`src/logic/rv64_pkg.sv`:
```
package rv64_pkg;

  localparam int xlen       = 64;
  localparam int reg_count  = 32;
  localparam int reg_addr_w = 5;

  // Major opcodes of the supported subset
  localparam logic [6:0] op_reg    = 7'b0110011;
  localparam logic [6:0] op_imm    = 7'b0010011;
  localparam logic [6:0] op_load   = 7'b0000011;
  localparam logic [6:0] op_store  = 7'b0100011;
  localparam logic [6:0] op_branch = 7'b1100011;
  localparam logic [6:0] op_jal    = 7'b1101111;

  localparam logic [2:0] f3_add_sub = 3'b000;  // ADD/SUB/ADDI
  localparam logic [2:0] f3_sll     = 3'b001;
  localparam logic [2:0] f3_xor     = 3'b100;
  localparam logic [2:0] f3_srl_sra = 3'b101;
  localparam logic [2:0] f3_or      = 3'b110;
  localparam logic [2:0] f3_and     = 3'b111;
  localparam logic [2:0] f3_beq     = 3'b000;
  localparam logic [2:0] f3_bne     = 3'b001;
  localparam logic [2:0] f3_double  = 3'b011;  // LD/SD width
  localparam logic [6:0] f7_alt     = 7'b0100000;  // SUB and SRA select

  typedef logic [xlen-1:0]       word_t;
  typedef logic [reg_addr_w-1:0] reg_addr_t;

  typedef enum logic [2:0] {
    alu_add, alu_sub, alu_and, alu_or, alu_xor, alu_sll, alu_srl, alu_sra
  } alu_op_e;

  // Instruction formats, MSB first
  typedef struct packed {
    logic [6:0] funct7;
    reg_addr_t  rs2;
    reg_addr_t  rs1;
    logic [2:0] funct3;
    reg_addr_t  rd;
    logic [6:0] opcode;
  } r_fmt_t;

  typedef struct packed {
    logic [11:0] imm;
    reg_addr_t   rs1;
    logic [2:0]  funct3;
    reg_addr_t   rd;
    logic [6:0]  opcode;
  } i_fmt_t;

  typedef struct packed {
    logic [6:0] imm_hi;
    reg_addr_t  rs2;
    reg_addr_t  rs1;
    logic [2:0] funct3;
    logic [4:0] imm_lo;
    logic [6:0] opcode;
  } s_fmt_t;

  typedef struct packed {
    logic       imm_12;
    logic [5:0] imm_10_5;
    reg_addr_t  rs2;
    reg_addr_t  rs1;
    logic [2:0] funct3;
    logic [3:0] imm_4_1;
    logic       imm_11;
    logic [6:0] opcode;
  } b_fmt_t;

  typedef struct packed {
    logic       imm_20;
    logic [9:0] imm_10_1;
    logic       imm_11;
    logic [7:0] imm_19_12;
    reg_addr_t  rd;
    logic [6:0] opcode;
  } j_fmt_t;

  // One word, five views
  typedef union packed {
    r_fmt_t r;
    i_fmt_t i;
    s_fmt_t s;
    b_fmt_t b;
    j_fmt_t j;
  } instr_u;

  typedef struct packed {
    alu_op_e alu_op;
    logic    use_imm;    // Operand B from immediate
    logic    reg_write;
    logic    is_load;
    logic    is_store;
    logic    is_branch;
    logic    branch_ne;  // BNE when set, BEQ otherwise
    logic    is_jal;
  } ctrl_t;

  typedef struct packed {
    logic        valid;
    word_t       pc;
    logic [31:0] instr;
  } fetch_t;

  typedef struct packed {
    logic      valid;
    word_t     pc;
    ctrl_t     ctrl;
    word_t     rs1_val;
    word_t     rs2_val;
    word_t     imm;
    reg_addr_t rd;
  } decode_t;

  typedef struct packed {
    logic      valid;
    word_t     pc;
    ctrl_t     ctrl;
    word_t     result;      // ALU result, load/store address or link value
    word_t     store_data;
    word_t     next_pc;
    reg_addr_t rd;
  } exec_t;

  typedef struct packed {
    logic  strobe;
    logic  write;
    word_t addr;
    word_t wdata;
  } dmem_req_t;

  typedef struct packed {
    logic      valid;
    word_t     pc;
    logic      reg_write;
    reg_addr_t rd;
    word_t     data;
    word_t     next_pc;
  } retire_t;

endpackage

```
`src/logic/fetch_stage.sv`:
```
`timescale 1ns/100ps

module fetch_stage import rv64_pkg::*; (
  input  logic        clk,
  input  logic        reset,
  input  word_t       entry,
  input  logic [31:0] imem_rdata,
  input  retire_t     retire,
  output logic        imem_req,
  output word_t       imem_addr,
  output fetch_t      fetched
);

  word_t pc;
  logic  idle;  // Nothing issued since reset
  logic  req;

  // PC follows the retiring instruction
  always_ff @(posedge clk) begin
    if (reset) begin
      pc <= entry;
    end else if (retire.valid) begin
      pc <= retire.next_pc;
    end
  end

  // One request after reset, then one per retirement
  always_ff @(posedge clk) begin
    if (reset) begin
      idle <= 1'b1;
      req  <= 1'b0;
    end else begin
      idle <= 1'b0;
      req  <= idle || retire.valid;  // Single-cycle pulse
    end
  end

  assign imem_req  = req;
  assign imem_addr = pc;

  // Fetch stage register
  always_ff @(posedge clk) begin
    if (reset) begin
      fetched.valid <= 1'b0;
    end else begin
      fetched.valid <= req;
    end
  end

  always_ff @(posedge clk) begin
    if (req) begin
      fetched.pc    <= pc;
      fetched.instr <= imem_rdata;  // Port answers in the request cycle
    end
  end

endmodule

```
`config.mk`:
```
export PLATFORM = sky130hd
export DESIGN_NAME = fetch_stage
export DESIGN_NICKNAME = d
export VERILOG_FILES = /design/src/logic/rv64_pkg.sv /design/src/logic/fetch_stage.sv
export SDC_FILE = /design/constraint.sdc
export NUM_CORES = 1
export LEC_CHECK = 0
export ABC_AREA = 0
export BUFFER_PORTS_ARGS = -buffer_cell sky130_fd_sc_hd__buf_2
export CORE_AREA = 4 4 177 179
export DETAILED_ROUTE_END_ITERATION = 12
export DIE_AREA = 0 0 181 183
export SYNTH_ARGS = -nofsm -noshare
export SYNTH_HDL_FRONTEND = slang
export SYNTH_SLANG_ARGS = --single-unit
```
`constraint.sdc`:
```
create_clock -name clk -period 6.5 [get_ports clk]
set_input_delay 0.65 -clock clk [delete_from_list [all_inputs] [get_ports clk]]
set_output_delay 0.65 -clock clk [all_outputs]
set_load 0.03 [all_outputs]
```
==> results.ini <==
[placed_design]
portBuffers=324
gp_congestion=0.765

[clock_network]
clkTransAtPathRegs_ns=0.07
cts_sinks=163
postCtsSetupBuffers=0
hold_buffers=0
htreeDepth=4
cts_resized=0
root_buffer=clkbuf_16
cts_tree=built
cts_buffers=17
cts_buffer_depth=2
insertion_delay_ns=0.42

[layout]
regArea_um2=4870
fin_nets=872
drive_gt1_share_pct=71.1
area_delta_synth_final_pct=47.9
num-fill-cells=2996
multi_input_area_um2=821

[pwr]
ir_worst_vdd_mv=0.164
p_leak_nw=3.55
powerDensity_nw_per_um2=334

[timing]
holdWs_ns=0.400
rsz0062_at_grt=false
hold_violations=0
relSlewSlack_pct=30.3
drv_slew=0
fin_crit_sh_pct=33.7
setup_violations=0
finClkSkew_ns=0.0107
fin_crit_ns=2.19
fin_setup_tns_ns=0
fmax_ghz=0.456
worst_pin_slew_ns=1.05

[global_routing]
antenna_found_initial=4
grt_max_degree=67
grt_pass1_vias=3710
grt_pass1_wl_mm=24.6
grt_overflow=0
grtUsageTotal_pct=10.2

[flow_run]
maxCapViolCount=0

[run_status]
outcome=completed

[setup_path]
cp_cell_sequence=buf_2
cp.required_ns=5.85
criticalPathCategory=flop to primary output
r2r-start=imem_req
crit_path_start_kind=flop
critPathArrivalTime_ns=1.54
path_delay_family=flip-flops
slowest_stage=dfxtp_4
cp-startpoint=imem_req
endpoint_kind=primary output
critPathBufInv=1
path_max_fanout=44
max_stage_delay_ns=0.74

[synthesis]
syn-mean-instance-area_um2=24.2
synth_ff_type=edfxtp_1
synth-async-reset-ratio_pct=0
synth.most_common_cell=edfxtp_1
synth_edf_count=160
yosys.area.top_type=edfxtp_1
ys_seq_area_share_pct=84.7
ys_warn_count=0
yosysTopAreaCellShare_pct=83.7
synthTopCellsByCount=edfxtp_1, mux2_2, mux2_4, mux2_1, buf_6
synth.distinct_cells=10
synth_area_leaders=edfxtp_1, mux2_2, mux2_4
ys_ff_latch=163
synthCells=237
synth.net_count=534
synth_area_um2=5740

[routing]
drt_drc_violations_left=0
drt_iter0_markers=137
avgViaCountPerCell=3.61
first_pass_iters=4
final_antenna_net_count=0
routed_wirelength_mm=17.5
num_vias=3537
routedWlPerCell_um=17.8

[die]
std_cell_rows=63
die_area_um2=33100
die_y_um=183
core_area_um2=29600
ios=459
fp.dieW_um=181
start_util_pct=19.4

[hold_path]
hp-class=primary input to flop
hp-start=imem_rdata[5]

==> cells by family (layout without fill, tap and decap cells) <==
| kind of cell | after synthesis | in the layout | synth area share [%] |
|---|---|---|---|
| AO/OA/AOI/OAI | 1 | 1 | 0.174 |
| buffers and inverters | 7 | 358 | 1.05 |
| flip-flops | 163 | 163 | 84.7 |
| multiplexers | 64 | 64 | 13.9 |
| other | 0 | 3 | 0 |
| AND/OR/NAND/NOR | 2 | 2 | 0.218 |
==> state kept, by name, summed over array words and instances, names as in the netlist <==
register,cells
fetched,97
idle,1
imem_addr,64
imem_req,1
==> power breakdown <==
group          switching, mW  total (mW)  leakage, nW  internal (mW)
sequential            0.0402        1.31         1.60           1.27
combinational          0.267       0.393         1.63          0.125
clock                  0.427        1.14        0.319          0.711
total                  0.734        2.84         3.55           2.10
==> worst paths after layout <==
path	slack [ns]	end	cells past startpoint
worst max-delay path	4.31	imem_req	1
worst min-delay path	0.40	fetched[5]	1
worst max register to register	4.57	fetched[21]	1
worst min register to register	0.44	fetched[54]	0
==> placed cells by master, fill, tap and decap left out <==
master	n
dfxtp_4	1
diode_2	3
inv_6	4
mux2_4	20
buf_2	323
bufinv_16	5
clkbuf_16	17
dfxtp_1	2
mux2_2	37
buf_4	3
clkinvlp_4	3
clkbuf_8	2
mux2_1	7
edfxtp_1	160
inv_8	1
o21ba_2	1
nor2b_1	1
or2_4	1
==> per-layer routing <==
metal,vias up,share of wire [%],GRT usage (%)
met2,145,52,17.4
met3,18,6.4,3.55
met5,-,0.074,0
met4,2,2.0,4.32
li1,1631,-,-
met1,1741,40,11.6
==> cell type report <==
class,count,share of cell area [%]
clock buffer,19,5.33
timing repair buffer,326,19.3
antenna,3,0.0884
multi-input combinational,67,9.66
sequential,163,57.3
tap,390,5.74
clock inverter,13,2.58
==> per-stage QoR <==
| step | total power [mW] | utilization, % | area (um^2) | setup WS [ns] | instances |
|---|---|---|---|---|---|
| floorplan | 1.57 | - | 5740 | 3.27 | 237 |
| global placement | 1.72 | 26.4 | 7820 | 4.14 | 946 |
| detailed placement | 1.73 | 26.4 | 7820 | 4.12 | 946 |
| CTS | 2.88 | 28.7 | 8490 | 4.25 | 978 |
| global route | 2.95 | 28.7 | 8490 | 4.22 | 980 |
| finish | 2.84 | 28.7 | 8500 | 4.31 | 981 |
(Power assumes the default switching activity.)
