[config.mk]
export PLATFORM = sky130hd
export DESIGN_NAME = execute_stage
export DESIGN_NICKNAME = d
export VERILOG_FILES = /design/src/logic/rv64_pkg.sv /design/src/logic/execute_stage.sv
export SDC_FILE = /design/constraint.sdc
export NUM_CORES = 2
export LEC_CHECK = 0
export CORE_MARGIN = 1.5
export CORE_UTILIZATION = 60
export DETAILED_ROUTE_END_ITERATION = 12
export DONT_BUFFER_PORTS = 1
export PLACE_DENSITY = 0.79
export RECOVER_POWER = 100
export SYNTH_ARGS = -nofsm -noshare
export SYNTH_HDL_FRONTEND = slang
export SYNTH_SLANG_ARGS = --single-unit
[constraint.sdc]
create_clock -name clk -period 8.6 [get_ports clk]
set_clock_uncertainty 0.2 [all_clocks]
set_input_delay 0.86 -clock clk [delete_from_list [all_inputs] [get_ports clk]]
set_output_delay 0.86 -clock clk [all_outputs]
set_load 0.03 [all_outputs]
[src/logic/rv64_pkg.sv]
package rv64_pkg;

  localparam int xlen       = 64;
  localparam int reg_count  = 32;
  localparam int reg_addr_w = 5;

  // Major opcodes of the supported subset
  localparam logic [6:0] op_reg    = 7'b0110011;
  localparam logic [6:0] op_imm    = 7'b0010011;
  localparam logic [6:0] op_load   = 7'b0000011;
  localparam logic [6:0] op_store  = 7'b0100011;
  localparam logic [6:0] op_branch = 7'b1100011;
  localparam logic [6:0] op_jal    = 7'b1101111;

  localparam logic [2:0] f3_add_sub = 3'b000;  // ADD/SUB/ADDI
  localparam logic [2:0] f3_sll     = 3'b001;
  localparam logic [2:0] f3_xor     = 3'b100;
  localparam logic [2:0] f3_srl_sra = 3'b101;
  localparam logic [2:0] f3_or      = 3'b110;
  localparam logic [2:0] f3_and     = 3'b111;
  localparam logic [2:0] f3_beq     = 3'b000;
  localparam logic [2:0] f3_bne     = 3'b001;
  localparam logic [2:0] f3_double  = 3'b011;  // LD/SD width
  localparam logic [6:0] f7_alt     = 7'b0100000;  // SUB and SRA select

  typedef logic [xlen-1:0]       word_t;
  typedef logic [reg_addr_w-1:0] reg_addr_t;

  typedef enum logic [2:0] {
    alu_add, alu_sub, alu_and, alu_or, alu_xor, alu_sll, alu_srl, alu_sra
  } alu_op_e;

  // Instruction formats, MSB first
  typedef struct packed {
    logic [6:0] funct7;
    reg_addr_t  rs2;
    reg_addr_t  rs1;
    logic [2:0] funct3;
    reg_addr_t  rd;
    logic [6:0] opcode;
  } r_fmt_t;

  typedef struct packed {
    logic [11:0] imm;
    reg_addr_t   rs1;
    logic [2:0]  funct3;
    reg_addr_t   rd;
    logic [6:0]  opcode;
  } i_fmt_t;

  typedef struct packed {
    logic [6:0] imm_hi;
    reg_addr_t  rs2;
    reg_addr_t  rs1;
    logic [2:0] funct3;
    logic [4:0] imm_lo;
    logic [6:0] opcode;
  } s_fmt_t;

  typedef struct packed {
    logic       imm_12;
    logic [5:0] imm_10_5;
    reg_addr_t  rs2;
    reg_addr_t  rs1;
    logic [2:0] funct3;
    logic [3:0] imm_4_1;
    logic       imm_11;
    logic [6:0] opcode;
  } b_fmt_t;

  typedef struct packed {
    logic       imm_20;
    logic [9:0] imm_10_1;
    logic       imm_11;
    logic [7:0] imm_19_12;
    reg_addr_t  rd;
    logic [6:0] opcode;
  } j_fmt_t;

  // One word, five views
  typedef union packed {
    r_fmt_t r;
    i_fmt_t i;
    s_fmt_t s;
    b_fmt_t b;
    j_fmt_t j;
  } instr_u;

  typedef struct packed {
    alu_op_e alu_op;
    logic    use_imm;    // Operand B from immediate
    logic    reg_write;
    logic    is_load;
    logic    is_store;
    logic    is_branch;
    logic    branch_ne;  // BNE when set, BEQ otherwise
    logic    is_jal;
  } ctrl_t;

  typedef struct packed {
    logic        valid;
    word_t       pc;
    logic [31:0] instr;
  } fetch_t;

  typedef struct packed {
    logic      valid;
    word_t     pc;
    ctrl_t     ctrl;
    word_t     rs1_val;
    word_t     rs2_val;
    word_t     imm;
    reg_addr_t rd;
  } decode_t;

  typedef struct packed {
    logic      valid;
    word_t     pc;
    ctrl_t     ctrl;
    word_t     result;      // ALU result, load/store address or link value
    word_t     store_data;
    word_t     next_pc;
    reg_addr_t rd;
  } exec_t;

  typedef struct packed {
    logic  strobe;
    logic  write;
    word_t addr;
    word_t wdata;
  } dmem_req_t;

  typedef struct packed {
    logic      valid;
    word_t     pc;
    logic      reg_write;
    reg_addr_t rd;
    word_t     data;
    word_t     next_pc;
  } retire_t;

endpackage

[src/logic/execute_stage.sv]
`timescale 1ns/100ps

module execute_stage import rv64_pkg::*; (
  input  logic    clk,
  input  logic    reset,
  input  decode_t decoded,
  output exec_t   executed
);

  word_t      op_a;
  word_t      op_b;
  logic [5:0] shamt;
  word_t      alu_out;
  word_t      pc_plus4;
  word_t      pc_target;
  logic       taken;
  word_t      next_pc;
  word_t      result;

  assign op_a  = decoded.rs1_val;
  assign op_b  = decoded.ctrl.use_imm ? decoded.imm : decoded.rs2_val;
  assign shamt = op_b[5:0];  // RV64 shifts use six bits

  always_comb begin
    case (decoded.ctrl.alu_op)
      alu_add: alu_out = op_a + op_b;
      alu_sub: alu_out = op_a - op_b;
      alu_and: alu_out = op_a & op_b;
      alu_or:  alu_out = op_a | op_b;
      alu_xor: alu_out = op_a ^ op_b;
      alu_sll: alu_out = op_a << shamt;
      alu_srl: alu_out = op_a >> shamt;
      alu_sra: alu_out = word_t'($signed(op_a) >>> shamt);
      default: alu_out = '0;
    endcase
  end

  // Branch compare always on the two register values
  assign taken = decoded.ctrl.is_branch &&
                 ((decoded.rs1_val == decoded.rs2_val) ^ decoded.ctrl.branch_ne);

  assign pc_plus4  = decoded.pc + 64'd4;
  assign pc_target = decoded.pc + decoded.imm;

  // Redirect on taken branch or JAL
  assign next_pc = (taken || decoded.ctrl.is_jal) ? pc_target : pc_plus4;

  // JAL writes the return address
  assign result = decoded.ctrl.is_jal ? pc_plus4 : alu_out;

  // Execute stage register
  always_ff @(posedge clk) begin
    if (reset) begin
      executed.valid <= 1'b0;
    end else begin
      executed.valid <= decoded.valid;
    end
  end

  always_ff @(posedge clk) begin
    if (decoded.valid) begin
      executed.pc         <= decoded.pc;
      executed.ctrl       <= decoded.ctrl;
      executed.result     <= result;
      executed.store_data <= decoded.rs2_val;
      executed.next_pc    <= next_pc;
      executed.rd         <= decoded.rd;
    end
  end

endmodule

==> qor.yml <==
status: "complete, but fails checks"
failed_checks: "max-capacitance violations, max-slew violations"
rsz0062_at_grt: "false"
track_usage_pct: 54.2
fin_area_um2: 34300
seq_area_frac_synth_pct: 24.8
start_kind: "input pin"
yosys_warnings: 0
io_pins: 546
finalSetupTns_ps: 0
relSlewSlack_pct: -89.1
reg_top3: "executed: 272 flops"
clk_pin_slew_ps: 60
die_area_um2: 56300
crit_buf_inv: 2
cts-root-buf: "clkbuf_16"
layout_setup_ws_ps: 1180
first_global_vias: 32100
rows: 85
cts_tree: "yes"
fin_cells: 4541
critPathSlowestCell: "clkbuf_1"
placed_area_um2: 33300
die_w_um: 237
crit_family: "buffers and inverters"
hpwlAfterDp_um: 125000
fin_nets: 4352
worstPathArrival_ps: 7570
crit_required_ps: 8750
post-route-period-util_pct: 86.2
syn_avg_cell_area_um2: 8.29
synth_area_um2: 32900
holdPathStages: 1
largest-register: "executed"
final_util_pct: 63.4
fmax_mhz: 135
grt_max_degree: 273
via_count: 34900
clkSinkCount: 272
fin_crit_ps: 7420
hold_violations: 0
power_density_nw_per_um2: 165
synth_flop_cell: "edfxtp_1"
overflow: 0
wl_um: 160000
largest_reg_flops: 272
setup_viol: 0
wl_per_cell_um: 35.1
p_leak_nw: 14.0
drc: 0
synth_fp_nets: 4505
dp_slack_ps: 1910
synth.distinct_cells: 87
power.total_mw: 5.65
ys_ff_latch: 272
hold_path_class: "in -> reg"
drt_first_pass_iters: 8
crit_fanout: 59
cpPeakStageDelay_ps: 2080
placed_cells: 4485
portBuffers: 0
crit_path_cell_trace: "xnor2_1 -> nand4_1 -> nor4_1 -> nand4_1 -> xnor2_1 -> a21oi_4 -> clkbuf_1 -> clkbuf_1 -> nor2_1 -> a21oi_1"
chipHeight_um: 237
gp_congestion: 1.13
grt_pass1_wl_um: 224000
drv_slew: 139
antenna_found_initial: 13
cts_buffers: 28
via_per_inst: 7.69
drive_above_1_share_pct: 4.92
cts_setup_buffers: 0
area.growth.synth_to_final_pct: 4.07
worst-path-stages: 10
drt_iter0_drc: 5630
worst_setup_path_end_kind: "register"
initial_core_util_pct: 61.0
worstSetupPathType: "in -> reg"
async_flop_share_pct: 0
cts_resized: 0
hold_slack_ps: 118
holdBufCountCts: 0
ant_nets: 0
clockBufferDepth: 3
drv_cap: 4
worst_slew_pin_slew_ps: 2840
h-tree-depth: 1
ir_drop_mv: 0.230
synth_edf_count: 271
syn_inst: 3972
coreArea_um2: 54000
==> area by class of cell <==
cell class / count / area (µm²)
flip-flops and latches: 272 / 8160
clock buffers: 34 / 753
fillers: 4530 / 19800
inverters: 171 / 643
clock inverters: 16 / 240
diodes: 6 / 15.0
repair buffers: 66 / 454
multi-input cells: 3280 / 23100
well taps: 696 / 871
==> metal layers <==
layer  wire length, µm  vias to the layer above  track usage [%]
li1                  -                    14400                -
met1             55200                    16100             66.8
met2             63000                     3426             76.9
met3             26500                      934             21.9
met4             14700                       18             38.1
met5               139                        -                0
==> Yosys cell counts (78+ instances only) <==
master / n / area, µm²
mux2i_1: 420 / 4200
nand2_1: 397 / 1490
o21ai_0: 229 / 1150
ha_1: 257 / 3220
xor2_1: 90 / 788
xnor2_1: 214 / 1870
edfxtp_1: 271 / 8140
a21oi_1: 440 / 2200
clkbuf_1: 165 / 619
inv_1: 159 / 597
a21o_1: 78 / 586
nor2_1: 305 / 1140
nand3_1: 91 / 455
==> placed cells by master (no fill, tap or decap), types with 55 or more instances in the layout <==
cell type  Yosys  final
mux2i_1      420    419
nor2_1       305    303
ha_1         257    257
a211oi_1      61     61
nor3_1        56     55
nand4_1       61     61
buf_4          7     55
inv_1        159    159
a21oi_1      440    439
xnor2_1      214    214
nand3_1       91     91
o21ai_0      229    232
nand2_1      397    397
edfxtp_1     271    271
xor2_1        90     90
a21o_1        78     78
==> path summary, 6_finish.rpt <==
check / end / slack [ps] / startpoint
max: executed[15] / 1180 / decoded[128]
min: executed[271] / 120 / reset
==> report_power, final <==
part | switching (mW) | internal (mW)
sequential | 0.338 | 1.64
clock | 0.539 | 0.775
combinational | 1.56 | 0.792
total | 2.44 | 3.21
==> cell families (layout without fill, tap and decap cells) <==
group,after synthesis,in the layout,share of synthesized area [%]
xor+xnor,305,305,8.13
mux,460,460,14.6
buf+inv,420,287,5.18
compound gates,1199,1199,22.9
simple gates,1057,1057,14.5
other cells,0,6,0
flops,272,272,24.8
fa+ha+maj,259,259,9.88
Note: power is estimated with default switching activity, not from simulation.
