File: src/logic/rv64_pkg.sv
package rv64_pkg;

  localparam int xlen       = 64;
  localparam int reg_count  = 32;
  localparam int reg_addr_w = 5;

  // Major opcodes of the supported subset
  localparam logic [6:0] op_reg    = 7'b0110011;
  localparam logic [6:0] op_imm    = 7'b0010011;
  localparam logic [6:0] op_load   = 7'b0000011;
  localparam logic [6:0] op_store  = 7'b0100011;
  localparam logic [6:0] op_branch = 7'b1100011;
  localparam logic [6:0] op_jal    = 7'b1101111;

  localparam logic [2:0] f3_add_sub = 3'b000;  // ADD/SUB/ADDI
  localparam logic [2:0] f3_sll     = 3'b001;
  localparam logic [2:0] f3_xor     = 3'b100;
  localparam logic [2:0] f3_srl_sra = 3'b101;
  localparam logic [2:0] f3_or      = 3'b110;
  localparam logic [2:0] f3_and     = 3'b111;
  localparam logic [2:0] f3_beq     = 3'b000;
  localparam logic [2:0] f3_bne     = 3'b001;
  localparam logic [2:0] f3_double  = 3'b011;  // LD/SD width
  localparam logic [6:0] f7_alt     = 7'b0100000;  // SUB and SRA select

  typedef logic [xlen-1:0]       word_t;
  typedef logic [reg_addr_w-1:0] reg_addr_t;

  typedef enum logic [2:0] {
    alu_add, alu_sub, alu_and, alu_or, alu_xor, alu_sll, alu_srl, alu_sra
  } alu_op_e;

  // Instruction formats, MSB first
  typedef struct packed {
    logic [6:0] funct7;
    reg_addr_t  rs2;
    reg_addr_t  rs1;
    logic [2:0] funct3;
    reg_addr_t  rd;
    logic [6:0] opcode;
  } r_fmt_t;

  typedef struct packed {
    logic [11:0] imm;
    reg_addr_t   rs1;
    logic [2:0]  funct3;
    reg_addr_t   rd;
    logic [6:0]  opcode;
  } i_fmt_t;

  typedef struct packed {
    logic [6:0] imm_hi;
    reg_addr_t  rs2;
    reg_addr_t  rs1;
    logic [2:0] funct3;
    logic [4:0] imm_lo;
    logic [6:0] opcode;
  } s_fmt_t;

  typedef struct packed {
    logic       imm_12;
    logic [5:0] imm_10_5;
    reg_addr_t  rs2;
    reg_addr_t  rs1;
    logic [2:0] funct3;
    logic [3:0] imm_4_1;
    logic       imm_11;
    logic [6:0] opcode;
  } b_fmt_t;

  typedef struct packed {
    logic       imm_20;
    logic [9:0] imm_10_1;
    logic       imm_11;
    logic [7:0] imm_19_12;
    reg_addr_t  rd;
    logic [6:0] opcode;
  } j_fmt_t;

  // One word, five views
  typedef union packed {
    r_fmt_t r;
    i_fmt_t i;
    s_fmt_t s;
    b_fmt_t b;
    j_fmt_t j;
  } instr_u;

  typedef struct packed {
    alu_op_e alu_op;
    logic    use_imm;    // Operand B from immediate
    logic    reg_write;
    logic    is_load;
    logic    is_store;
    logic    is_branch;
    logic    branch_ne;  // BNE when set, BEQ otherwise
    logic    is_jal;
  } ctrl_t;

  typedef struct packed {
    logic        valid;
    word_t       pc;
    logic [31:0] instr;
  } fetch_t;

  typedef struct packed {
    logic      valid;
    word_t     pc;
    ctrl_t     ctrl;
    word_t     rs1_val;
    word_t     rs2_val;
    word_t     imm;
    reg_addr_t rd;
  } decode_t;

  typedef struct packed {
    logic      valid;
    word_t     pc;
    ctrl_t     ctrl;
    word_t     result;      // ALU result, load/store address or link value
    word_t     store_data;
    word_t     next_pc;
    reg_addr_t rd;
  } exec_t;

  typedef struct packed {
    logic  strobe;
    logic  write;
    word_t addr;
    word_t wdata;
  } dmem_req_t;

  typedef struct packed {
    logic      valid;
    word_t     pc;
    logic      reg_write;
    reg_addr_t rd;
    word_t     data;
    word_t     next_pc;
  } retire_t;

endpackage

File: src/logic/memory_stage.sv
`timescale 1ns/100ps

module memory_stage import rv64_pkg::*; (
  input  logic      clk,
  input  logic      reset,
  input  exec_t     executed,
  input  word_t     dmem_rdata,
  output dmem_req_t dmem,
  output retire_t   retire
);

  word_t wb_data;

  // Data port request, one cycle per load or store
  assign dmem.strobe = executed.valid && (executed.ctrl.is_load || executed.ctrl.is_store);
  assign dmem.write  = executed.ctrl.is_store;
  assign dmem.addr   = executed.result;  // Effective address from the ALU
  assign dmem.wdata  = executed.store_data;

  // Writeback select
  assign wb_data = executed.ctrl.is_load ? dmem_rdata : executed.result;

  // Retire register
  always_ff @(posedge clk) begin
    if (reset) begin
      retire.valid <= 1'b0;
    end else begin
      retire.valid <= executed.valid;  // One-cycle pulse per instruction
    end
  end

  always_ff @(posedge clk) begin
    if (executed.valid) begin
      retire.pc        <= executed.pc;
      retire.reg_write <= executed.ctrl.reg_write;
      retire.rd        <= executed.rd;
      retire.data      <= wb_data;
      retire.next_pc   <= executed.next_pc;
    end
  end

endmodule

File: config.mk
export PLATFORM = sky130hd
export DESIGN_NAME = memory_stage
export DESIGN_NICKNAME = d
export VERILOG_FILES = /design/src/logic/rv64_pkg.sv /design/src/logic/memory_stage.sv
export SDC_FILE = /design/constraint.sdc
export NUM_CORES = 1
export LEC_CHECK = 0
export ABC_AREA = 1
export BUFFER_PORTS_ARGS = -buffer_cell sky130_fd_sc_hd__buf_2
export CAP_MARGIN = 20
export CORE_AREA = 4 4 256 258
export DETAILED_ROUTE_END_ITERATION = 16
export DIE_AREA = 0 0 260 262
export PLACE_DENSITY = 0.38
export RECOVER_POWER = 100
export SYNTH_ARGS = -nofsm -noshare
export SYNTH_HDL_FRONTEND = slang
export SYNTH_SLANG_ARGS = --single-unit
File: constraint.sdc
create_clock -name clk -period 1.4 [get_ports clk]
set_clock_uncertainty 0.2 [all_clocks]
set_input_delay 0.28 -clock clk [delete_from_list [all_inputs] [get_ports clk]]
set_output_delay 0.28 -clock clk [all_outputs]
set_load 0.1 [all_outputs]
==> results of run 1 <==
per-stage QoR:
| step | power, mW | cell area [µm²] | util | setup WS, ps |
|---|---|---|---|---|
| after floorplan | 12.9 | 7790 | - | 4.55 |
| after global placement | 15.5 | 14600 | 0.232 | -27.8 |
| after detailed placement | 15.5 | 14600 | 0.232 | -37.7 |
| after CTS | 21.6 | 17900 | 0.284 | -350 |
| after global routing | 21.6 | 16900 | 0.268 | -353 |
| final | 20.9 | 16900 | 0.268 | -283 |
area by class of cell:
type	instances	share of cell area
repair buffers	812	0.501
flip-flops and latches	199	0.354
well taps	846	0.0627
multi-input cells	195	0.0440
clock buffers	17	0.0252
clock inverters	15	0.0129
inverters	2	0.000741
metal layers:
| metal | routed length, µm | global-route usage | up-vias |
|---|---|---|---|
| met2 | 20200 | 0.195 | 342 |
| met5 | 0 | 0 | - |
| met4 | 1100 | 0.0438 | 0 |
| li1 | - | - | 3070 |
| met3 | 3140 | 0.0332 | 90 |
| met1 | 12900 | 0.105 | 3086 |
where the power goes:
| group | switching, mW | internal, mW | total (mW) |
|---|---|---|---|
| combinational | 5.23 | 2.68 | 7.92 |
| clock | 2.74 | 2.64 | 5.38 |
| sequential | 0.414 | 7.14 | 7.55 |
worst paths after layout:
check / startpoint / end / slack, ps
worst max-delay path: retire[94] / retire[94] / -280
worst min-delay path: executed[271] / retire[198] / 190
Yosys cell counts:
cell type | number | area share
buf_6 | 5 | 0.0072
nor2_1 | 3 | 0.0014
inv_1 | 1 | 0.00048
buf_2 | 7 | 0.0045
dfxtp_1 | 1 | 0.0026
inv_2 | 1 | 0.00048
buf_4 | 130 | 0.13
edfxtp_1 | 198 | 0.76
nand2_1 | 192 | 0.093
cell families (layout without fill, tap and decap cells):
group                  Yosys count  count (layout)  share of synthesized area
buffers and inverters          144             846                      0.138
AND/OR/NAND/NOR                195             195                     0.0942
flip-flops                     199             199                      0.768
timing repair:
action / 4_1_cts / 5_1_grt
cloned: 0 / 0
hold endpoints to repair: 199 / 0
endpoints found under the setup margin: 200 / 200
hold buffers: 263 / 0
buffers inserted: 0 / 1
resized for setup: 1 / 3
pin swaps: 0 / 1
==> flow_summary.yaml, run 1 <==
finish:
  reg.largest.list: "retire (199)"
  ff_latch_area_mm2: 0.00597
  final_cell_mix: "dlygate4sd3_1 (263), buf_2 (224), buf_12 (202), edfxtp_1 (198), nand2_1 (192)"
  mostFrequentLayoutCell: "dlygate4sd3_1"
  syn_to_final_growth_pct: 117
  max_flop_register: "retire"
  final_cells: 2086
  multi_input_area_um2: 742
  fillers: 6589
  fin_nets: 1565
  layout-drive-gt1-share: 0.416
  antenna_cells: 0
  largest_reg_flops: 199
sta:
  whs_ps: 193
  maxSlewHeadroom: 0.490
  tns_ps: -34730
  setup_viol: 200
  worst_pin_slew_ps: 766
  fin_ws_ps: -283
  timing.final.crit_period_ps: 1680
  hold_viol: 0
  rsz0062_at_grt: "yes"
  fin_crit_sh: 1.20
  slew_violations: 0
  fmaxAchievable_mhz: 594
synthesis:
  netlist_instances: 538
  synth.distinct_cells: 9
  syn_area_mm2: 0.00777
  yosys_warnings: 0
  yosysSeqAreaShare: 0.768
  ys_seq_elements: 199
  postSynthNetCount: 876
  synth.avg_cell_area_um2: 14.4
floorplan:
  start_util: 0.123
  ioPinCount: 667
  die_w_um: 260
  die_h_um: 262
  fp-row-count: 92
  core_area_mm2: 0.0630
  dieArea_mm2: 0.0681
cts:
  clock_sinks: 199
  clk_pin_slew_ps: 80
  root_buffer: "clkbuf_16"
  cts_max_level: 4
  cts_buffers: 17
  cts_buffer_depth: 2
  tritoncts: "done"
placed_design:
  gp_congestion: 0.758
  hpwl_mm: 29.7
  io_buffers: 531
  dp_cells: 1790
setup_path:
  required_ps: 920
  path_class: "flop to output port"
  cpPeakStageDelay_ps: 500
  crit_chain: "buf_12"
  path_buf_inv: 1
  critPathCaptureType: "output port"
  arrival_ps: 1200
  cp_max_fo: 1
  cp_slowest_cell: "edfxtp_1"
  start_kind: "flop"
  cp.depth: 1
  critPathTopFamily: "flip-flops"
route:
  wl_per_cell_um: 17.9
  vias: 6588
  ant_nets: 0
  drt-pass1-iter-count: 4
  wirelength_mm: 37.3
  drt_iter0_drc: 244
  routed_via_density: 3.16
  drc: 0
outcome:
  violations: "negative setup slack"
  outcome: "finished, violations left"
run:
  maxCapViolCount: 0
power:
  irDropWorstVdd_v: 0.000572
  cellPowerDensity_mw_per_mm2: 1240
  p_leak_nw: 7.03
hold_path:
  hold_class: "input pin to flop"
  hold_depth: 4
global_route:
  antenna_found_initial: 0
  grt_pass1_vias: 7253
  track_usage: 0.104
  grt.overflow.total: 0
  grt_pass1_wl_mm: 50.3
  grt_start_max_net_pins: 43
(Power assumes the default switching activity.)
==> run 2, diff against run 1 <==
--- a/config.mk
+++ b/config.mk
@@ -6,7 +6,7 @@
 export NUM_CORES = 1
 export LEC_CHECK = 0
 export ABC_AREA = 1
-export BUFFER_PORTS_ARGS = -buffer_cell sky130_fd_sc_hd__buf_2
+export BUFFER_PORTS_ARGS = -buffer_cell sky130_fd_sc_hd__clkbuf_2
 export CAP_MARGIN = 20
 export CORE_AREA = 4 4 256 258
 export DETAILED_ROUTE_END_ITERATION = 16
==> run 2 against run 1 <==
The run still ends with negative setup slack left. Via count shrank 0.24%. Critical endpoint unchanged. Flip-flop and latch count is the same. Critical path type unchanged. Non-clock buffer count grew 2. Design area grew 0.32%. Sequential power is essentially flat. Worst setup slack gained 16 ps. Maximum frequency grew 0.95%. Wire length shrank 0.68%.
==> flow_summary.yaml, run 2 (synthesis results as in run 1) <==
power:
  seq_power_share: 0.360
  p_switching_mw: 8.46
  swShare: 0.403
  irDropWorstVdd_v: 0.000653
  clkPwrFrac: 0.262
  internal-power_mw: 12.5
  p_leak_nw: 7.10
  cellPowerDensity_mw_per_mm2: 1240
  p_comb_frac: 0.378
setup_path:
  cp_slowest_cell: "edfxtp_1"
  arrival_ps: 1190
  path_buf_inv: 1
  cpPeakStageDelay_ps: 490
  required_ps: 920
  path_class: "flop to output port"
  start_kind: "flop"
  critPathTopFamily: "flip-flops"
  critPathCaptureType: "output port"
  cp_max_fo: 1
  crit_chain: "buf_12"
floorplan:
  die_w_um: 260
  core_area_mm2: 0.0630
  die_h_um: 262
  ioPinCount: 667
  dieArea_mm2: 0.0681
  start_util: 0.123
  fp-row-count: 92
route:
  vias: 6572
  ant_nets: 0
  drc: 0
  wirelength_mm: 37.1
  wl_per_cell_um: 17.8
  drt_iter0_drc: 250
  routed_via_density: 3.15
  drt-pass1-iter-count: 4
cts:
  cts_max_level: 4
  tritoncts: "done"
  cts_buffer_depth: 2
  clock_sinks: 199
  cts_buffers: 17
  root_buffer: "clkbuf_16"
  clk_pin_slew_ps: 90
placed_design:
  gp_congestion: 0.752
  hpwl_mm: 30.2
  io_buffers: 531
  place_area_mm2: 0.0147
finish:
  largest_reg_flops: 199
  layout-drive-gt1-share: 0.412
  fin_nets: 1567
  fillers: 6589
  multi_input_area_um2: 742
  mostFrequentLayoutCell: "dlygate4sd3_1"
  post-route-util: 0.269
  final_cell_mix: "dlygate4sd3_1 (263), buf_12 (206), edfxtp_1 (198), clkbuf_2 (197), nand2_1 (192)"
  ff_latch_area_mm2: 0.00597
  reg.largest.list: "retire (199)"
  design_area_mm2: 0.0169
  max_flop_register: "retire"
  antenna_cells: 0
  syn_to_final_growth_pct: 118
sta:
  worst_pin_slew_ps: 721
  rsz0062_at_grt: "yes"
  timing.final.crit_period_ps: 1670
  slew_violations: 0
  whs_ps: 146
  tns_ps: -37670
  fin_ws_ps: -267
  maxSlewHeadroom: 0.520
  setup_viol: 289
  fmaxAchievable_mhz: 600
  fin_crit_sh: 1.19
  hold_viol: 0
hold_path:
  hold_class: "input pin to flop"
global_route:
  track_usage: 0.102
  grt_pass1_vias: 7168
  grt.overflow.total: 0
  grt_pass1_wl_mm: 49.6
  antenna_found_initial: 0
  grt_start_max_net_pins: 37
outcome:
  violations: "negative setup slack"
  outcome: "finished, violations left"
run:
  maxCapViolCount: 0
-- run 2: worst min-delay path: stages --
cell,delay [ps]
buf_4,130
buf_12,190
nand2_1,70
nand2_1,50
-- run 2: repair_timing --
action	in CTS	in global routing
endpoints found under the setup margin	200	200
resized for setup	1	0
pin swaps	0	0
buffers inserted	0	0
hold endpoints to repair	199	0
hold buffers	263	0
-- run 2: routing by layer --
metal  wire, µm  GRT usage
met5          0          0
met4       1310     0.0490
met3       3140     0.0332
met2      19600      0.189
met1      13000      0.105
-- run 2: path summary, 6_finish.rpt --
path	start	end	slack, ps	cells after the start
worst min-delay path	executed[201]	retire[125]	150	4
worst max-delay path	retire[94]	retire[94]	-270	1
-- run 2: power groups by stage --
stage | Sequential [mW] | Clock (mW) | Combinational (mW)
global route | 7.60 | 6.00 | 8.15
floorplan | 10.9 | 0 | 1.95
detailed placement | 7.70 | 0 | 7.79
CTS | 7.56 | 5.79 | 8.42
global placement | 7.68 | 0 | 7.79
finish | 7.55 | 5.49 | 7.94
-- run 2: area by class of cell --
| type | instances | share of cell area |
|---|---|---|
| multi-input combinational | 195 | 0.0438 |
| clock inverter | 15 | 0.0141 |
| sequential | 199 | 0.352 |
| tap | 846 | 0.0625 |
| timing repair buffer | 814 | 0.502 |
| inverter | 2 | 0.000517 |
| clock buffer | 17 | 0.0251 |
-- run 2: through the flow --
step                      instances  setup slack [ps]  power [mW]
final                          2088              -267        21.0
after CTS                      2088              -351        21.8
after global routing           2088              -355        21.8
after detailed placement       1793             -39.6        15.5
after floorplan                 538              4.55        12.9
after global placement         1793             -40.3        15.5
==> run 3, diff against run 2 <==
--- a/config.mk
+++ b/config.mk
@@ -8,9 +8,9 @@
 export ABC_AREA = 1
 export BUFFER_PORTS_ARGS = -buffer_cell sky130_fd_sc_hd__clkbuf_2
 export CAP_MARGIN = 20
-export CORE_AREA = 4 4 256 258
+export CORE_AREA = 4 4 254 256
 export DETAILED_ROUTE_END_ITERATION = 16
-export DIE_AREA = 0 0 260 262
+export DIE_AREA = 0 0 258 260
 export PLACE_DENSITY = 0.38
 export RECOVER_POWER = 100
 export SYNTH_ARGS = -nofsm -noshare
==> constraint.sdc (replaced) <==
create_clock -name clk -period 2 [get_ports clk]
set_clock_uncertainty 0.2 [all_clocks]
set_input_delay 0.4 -clock clk [delete_from_list [all_inputs] [get_ports clk]]
set_output_delay 0.4 -clock clk [all_outputs]
set_load 0.1 [all_outputs]
==> run 3 against run 2 <==
The run now ends clean. Non-clock buffer count fell by 44. First-iteration DRC count fell by 6.4%. Final cell count fell by 2.1%. Critical endpoint is now retire[98]. Largest power group is now sequential cells.
==> flow_summary.yaml, run 3 (synthesis results as in run 1) <==
setup_path:
  cpPeakStageDelay_ps: 500
  path_class: "flop to output port"
  start_kind: "flop"
  critPathTopFamily: "buffers and inverters"
  path_buf_inv: 1
  cp_max_fo: 1
  cp_slowest_cell: "clkbuf_2"
  crit_chain: "clkbuf_2"
  required_ps: 1400
  critPathCaptureType: "output port"
  arrival_ps: 1320
floorplan:
  dieArea_mm2: 0.0671
  die_w_um: 258
  die_h_um: 260
  core_area_mm2: 0.0625
  start_util: 0.124
  fp-row-count: 92
  ioPinCount: 667
route:
  wirelength_mm: 34.7
  drc: 0
  vias: 6394
  drt_iter0_drc: 234
  routed_via_density: 3.13
  drt-pass1-iter-count: 4
  wl_per_cell_um: 17.0
  ant_nets: 0
finish:
  max_flop_register: "retire"
  layout-drive-gt1-share: 0.433
  mostFrequentLayoutCell: "clkbuf_2"
  reg.largest.list: "retire (199)"
  fillers: 6829
  antenna_cells: 0
  final_cell_mix: "clkbuf_2 (451), dlygate4sd3_1 (229), edfxtp_1 (198), nand2_1 (192), clkbuf_1 (54)"
  fin_nets: 1523
  syn_to_final_growth_pct: 73.0
  largest_reg_flops: 199
cts:
  clk_pin_slew_ps: 80
  cts_buffers: 17
  root_buffer: "clkbuf_16"
  tritoncts: "done"
  cts_max_level: 4
  cts_buffer_depth: 2
  clock_sinks: 199
global_route:
  grt.overflow.total: 0
  grt_pass1_wl_mm: 46.5
  antenna_found_initial: 0
  grt_pass1_vias: 6670
  grt_start_max_net_pins: 56
  track_usage: 0.0981
power:
  clkPwrFrac: 0.276
  power.total_mw: 13.2
  seq_power_share: 0.385
  p_switching_mw: 5.63
  internal-power_mw: 7.52
  irDropWorstVdd_v: 0.000352
  swShare: 0.428
  p_leak_nw: 5.91
  p_comb_frac: 0.339
  cellPowerDensity_mw_per_mm2: 978
sta:
  rsz0062_at_grt: "no"
  hold_viol: 0
  fmaxAchievable_mhz: 522
  timing.final.crit_period_ps: 1920
  slew_violations: 0
  tns_ps: 0
  setup_viol: 0
  worst_pin_slew_ps: 932
  fin_crit_sh: 0.958
  whs_ps: 47.3
  maxSlewHeadroom: 0.379
placed_design:
  io_buffers: 531
  hpwl_mm: 27.8
  gp_congestion: 0.784
hold_path:
  hold_class: "input pin to flop"
outcome:
  outcome: "completed"
run:
  maxCapViolCount: 0
-- run 3: cell types whose count changed in the layout (fill, tap and decap cells not counted), moves of 5 or more --
cell	before	now
buf_12	206	4
buf_2	35	3
clkbuf_1	75	54
clkbuf_2	197	451
clkbuf_4	33	23
clkinv_8	6	1
dlygate4sd3_1	263	229
inv_8	0	6
-- run 3: timing repair --
item / 4_1_cts / 5_1_grt
hold buffers: 229 / 0
gates resized for setup: 4 / 2
setup buffers: 0 / 0
endpoints found under the hold margin: 187 / 0
endpoints found under the setup margin: 4 / 2
-- run 3: power groups by stage --
stage	Sequential [mW]	Combinational, mW	Clock (mW)
after floorplan	7.65	1.36	0
after global placement	5.17	4.16	0
after detailed placement	5.17	4.16	0
after CTS	5.08	4.56	3.87
after global routing	5.10	4.61	4.00
final	5.07	4.46	3.63
-- run 3: final cells by class --
class | instances | area (µm²) | area share
timing repair buffer | 770 | 5070 | 0.378
clock buffer | 17 | 425 | 0.0316
inverter | 2 | 7.51 | 0.000558
tap | 846 | 1060 | 0.0787
multi-input combinational | 195 | 732 | 0.0544
clock inverter | 15 | 179 | 0.0133
sequential | 199 | 5970 | 0.444
-- run 3: metrics by stage --
step / std cells / utilization / area [µm²] / worst slack, ps
3_3_place_gp: 1783 / 0.171 / 10700 / 276
4_1_cts: 2044 / 0.218 / 13600 / 2.22
6_report: 2044 / 0.215 / 13400 / 83.0
3_5_place_dp: 1783 / 0.171 / 10700 / 272
5_1_grt: 2044 / 0.215 / 13400 / 3.28
2_1_floorplan: 538 / - / 7770 / 2.54
-- run 3: worst paths after layout --
| path | startpoint | to | slack (ps) | cells after the start |
|---|---|---|---|---|
| worst max-delay path | retire[98] | retire[98] | 80 | 1 |
| worst min-delay path | dmem_rdata[8] | retire[72] | 50 | 3 |
-- run 3: layer usage --
layer  up-vias  track usage  routed length (µm)
met5         -            0                   0
met2       361        0.186               18600
met1      2947       0.0906               11300
li1       2996            -                   -
met3        90       0.0375                3230
met4         0       0.0509                1690
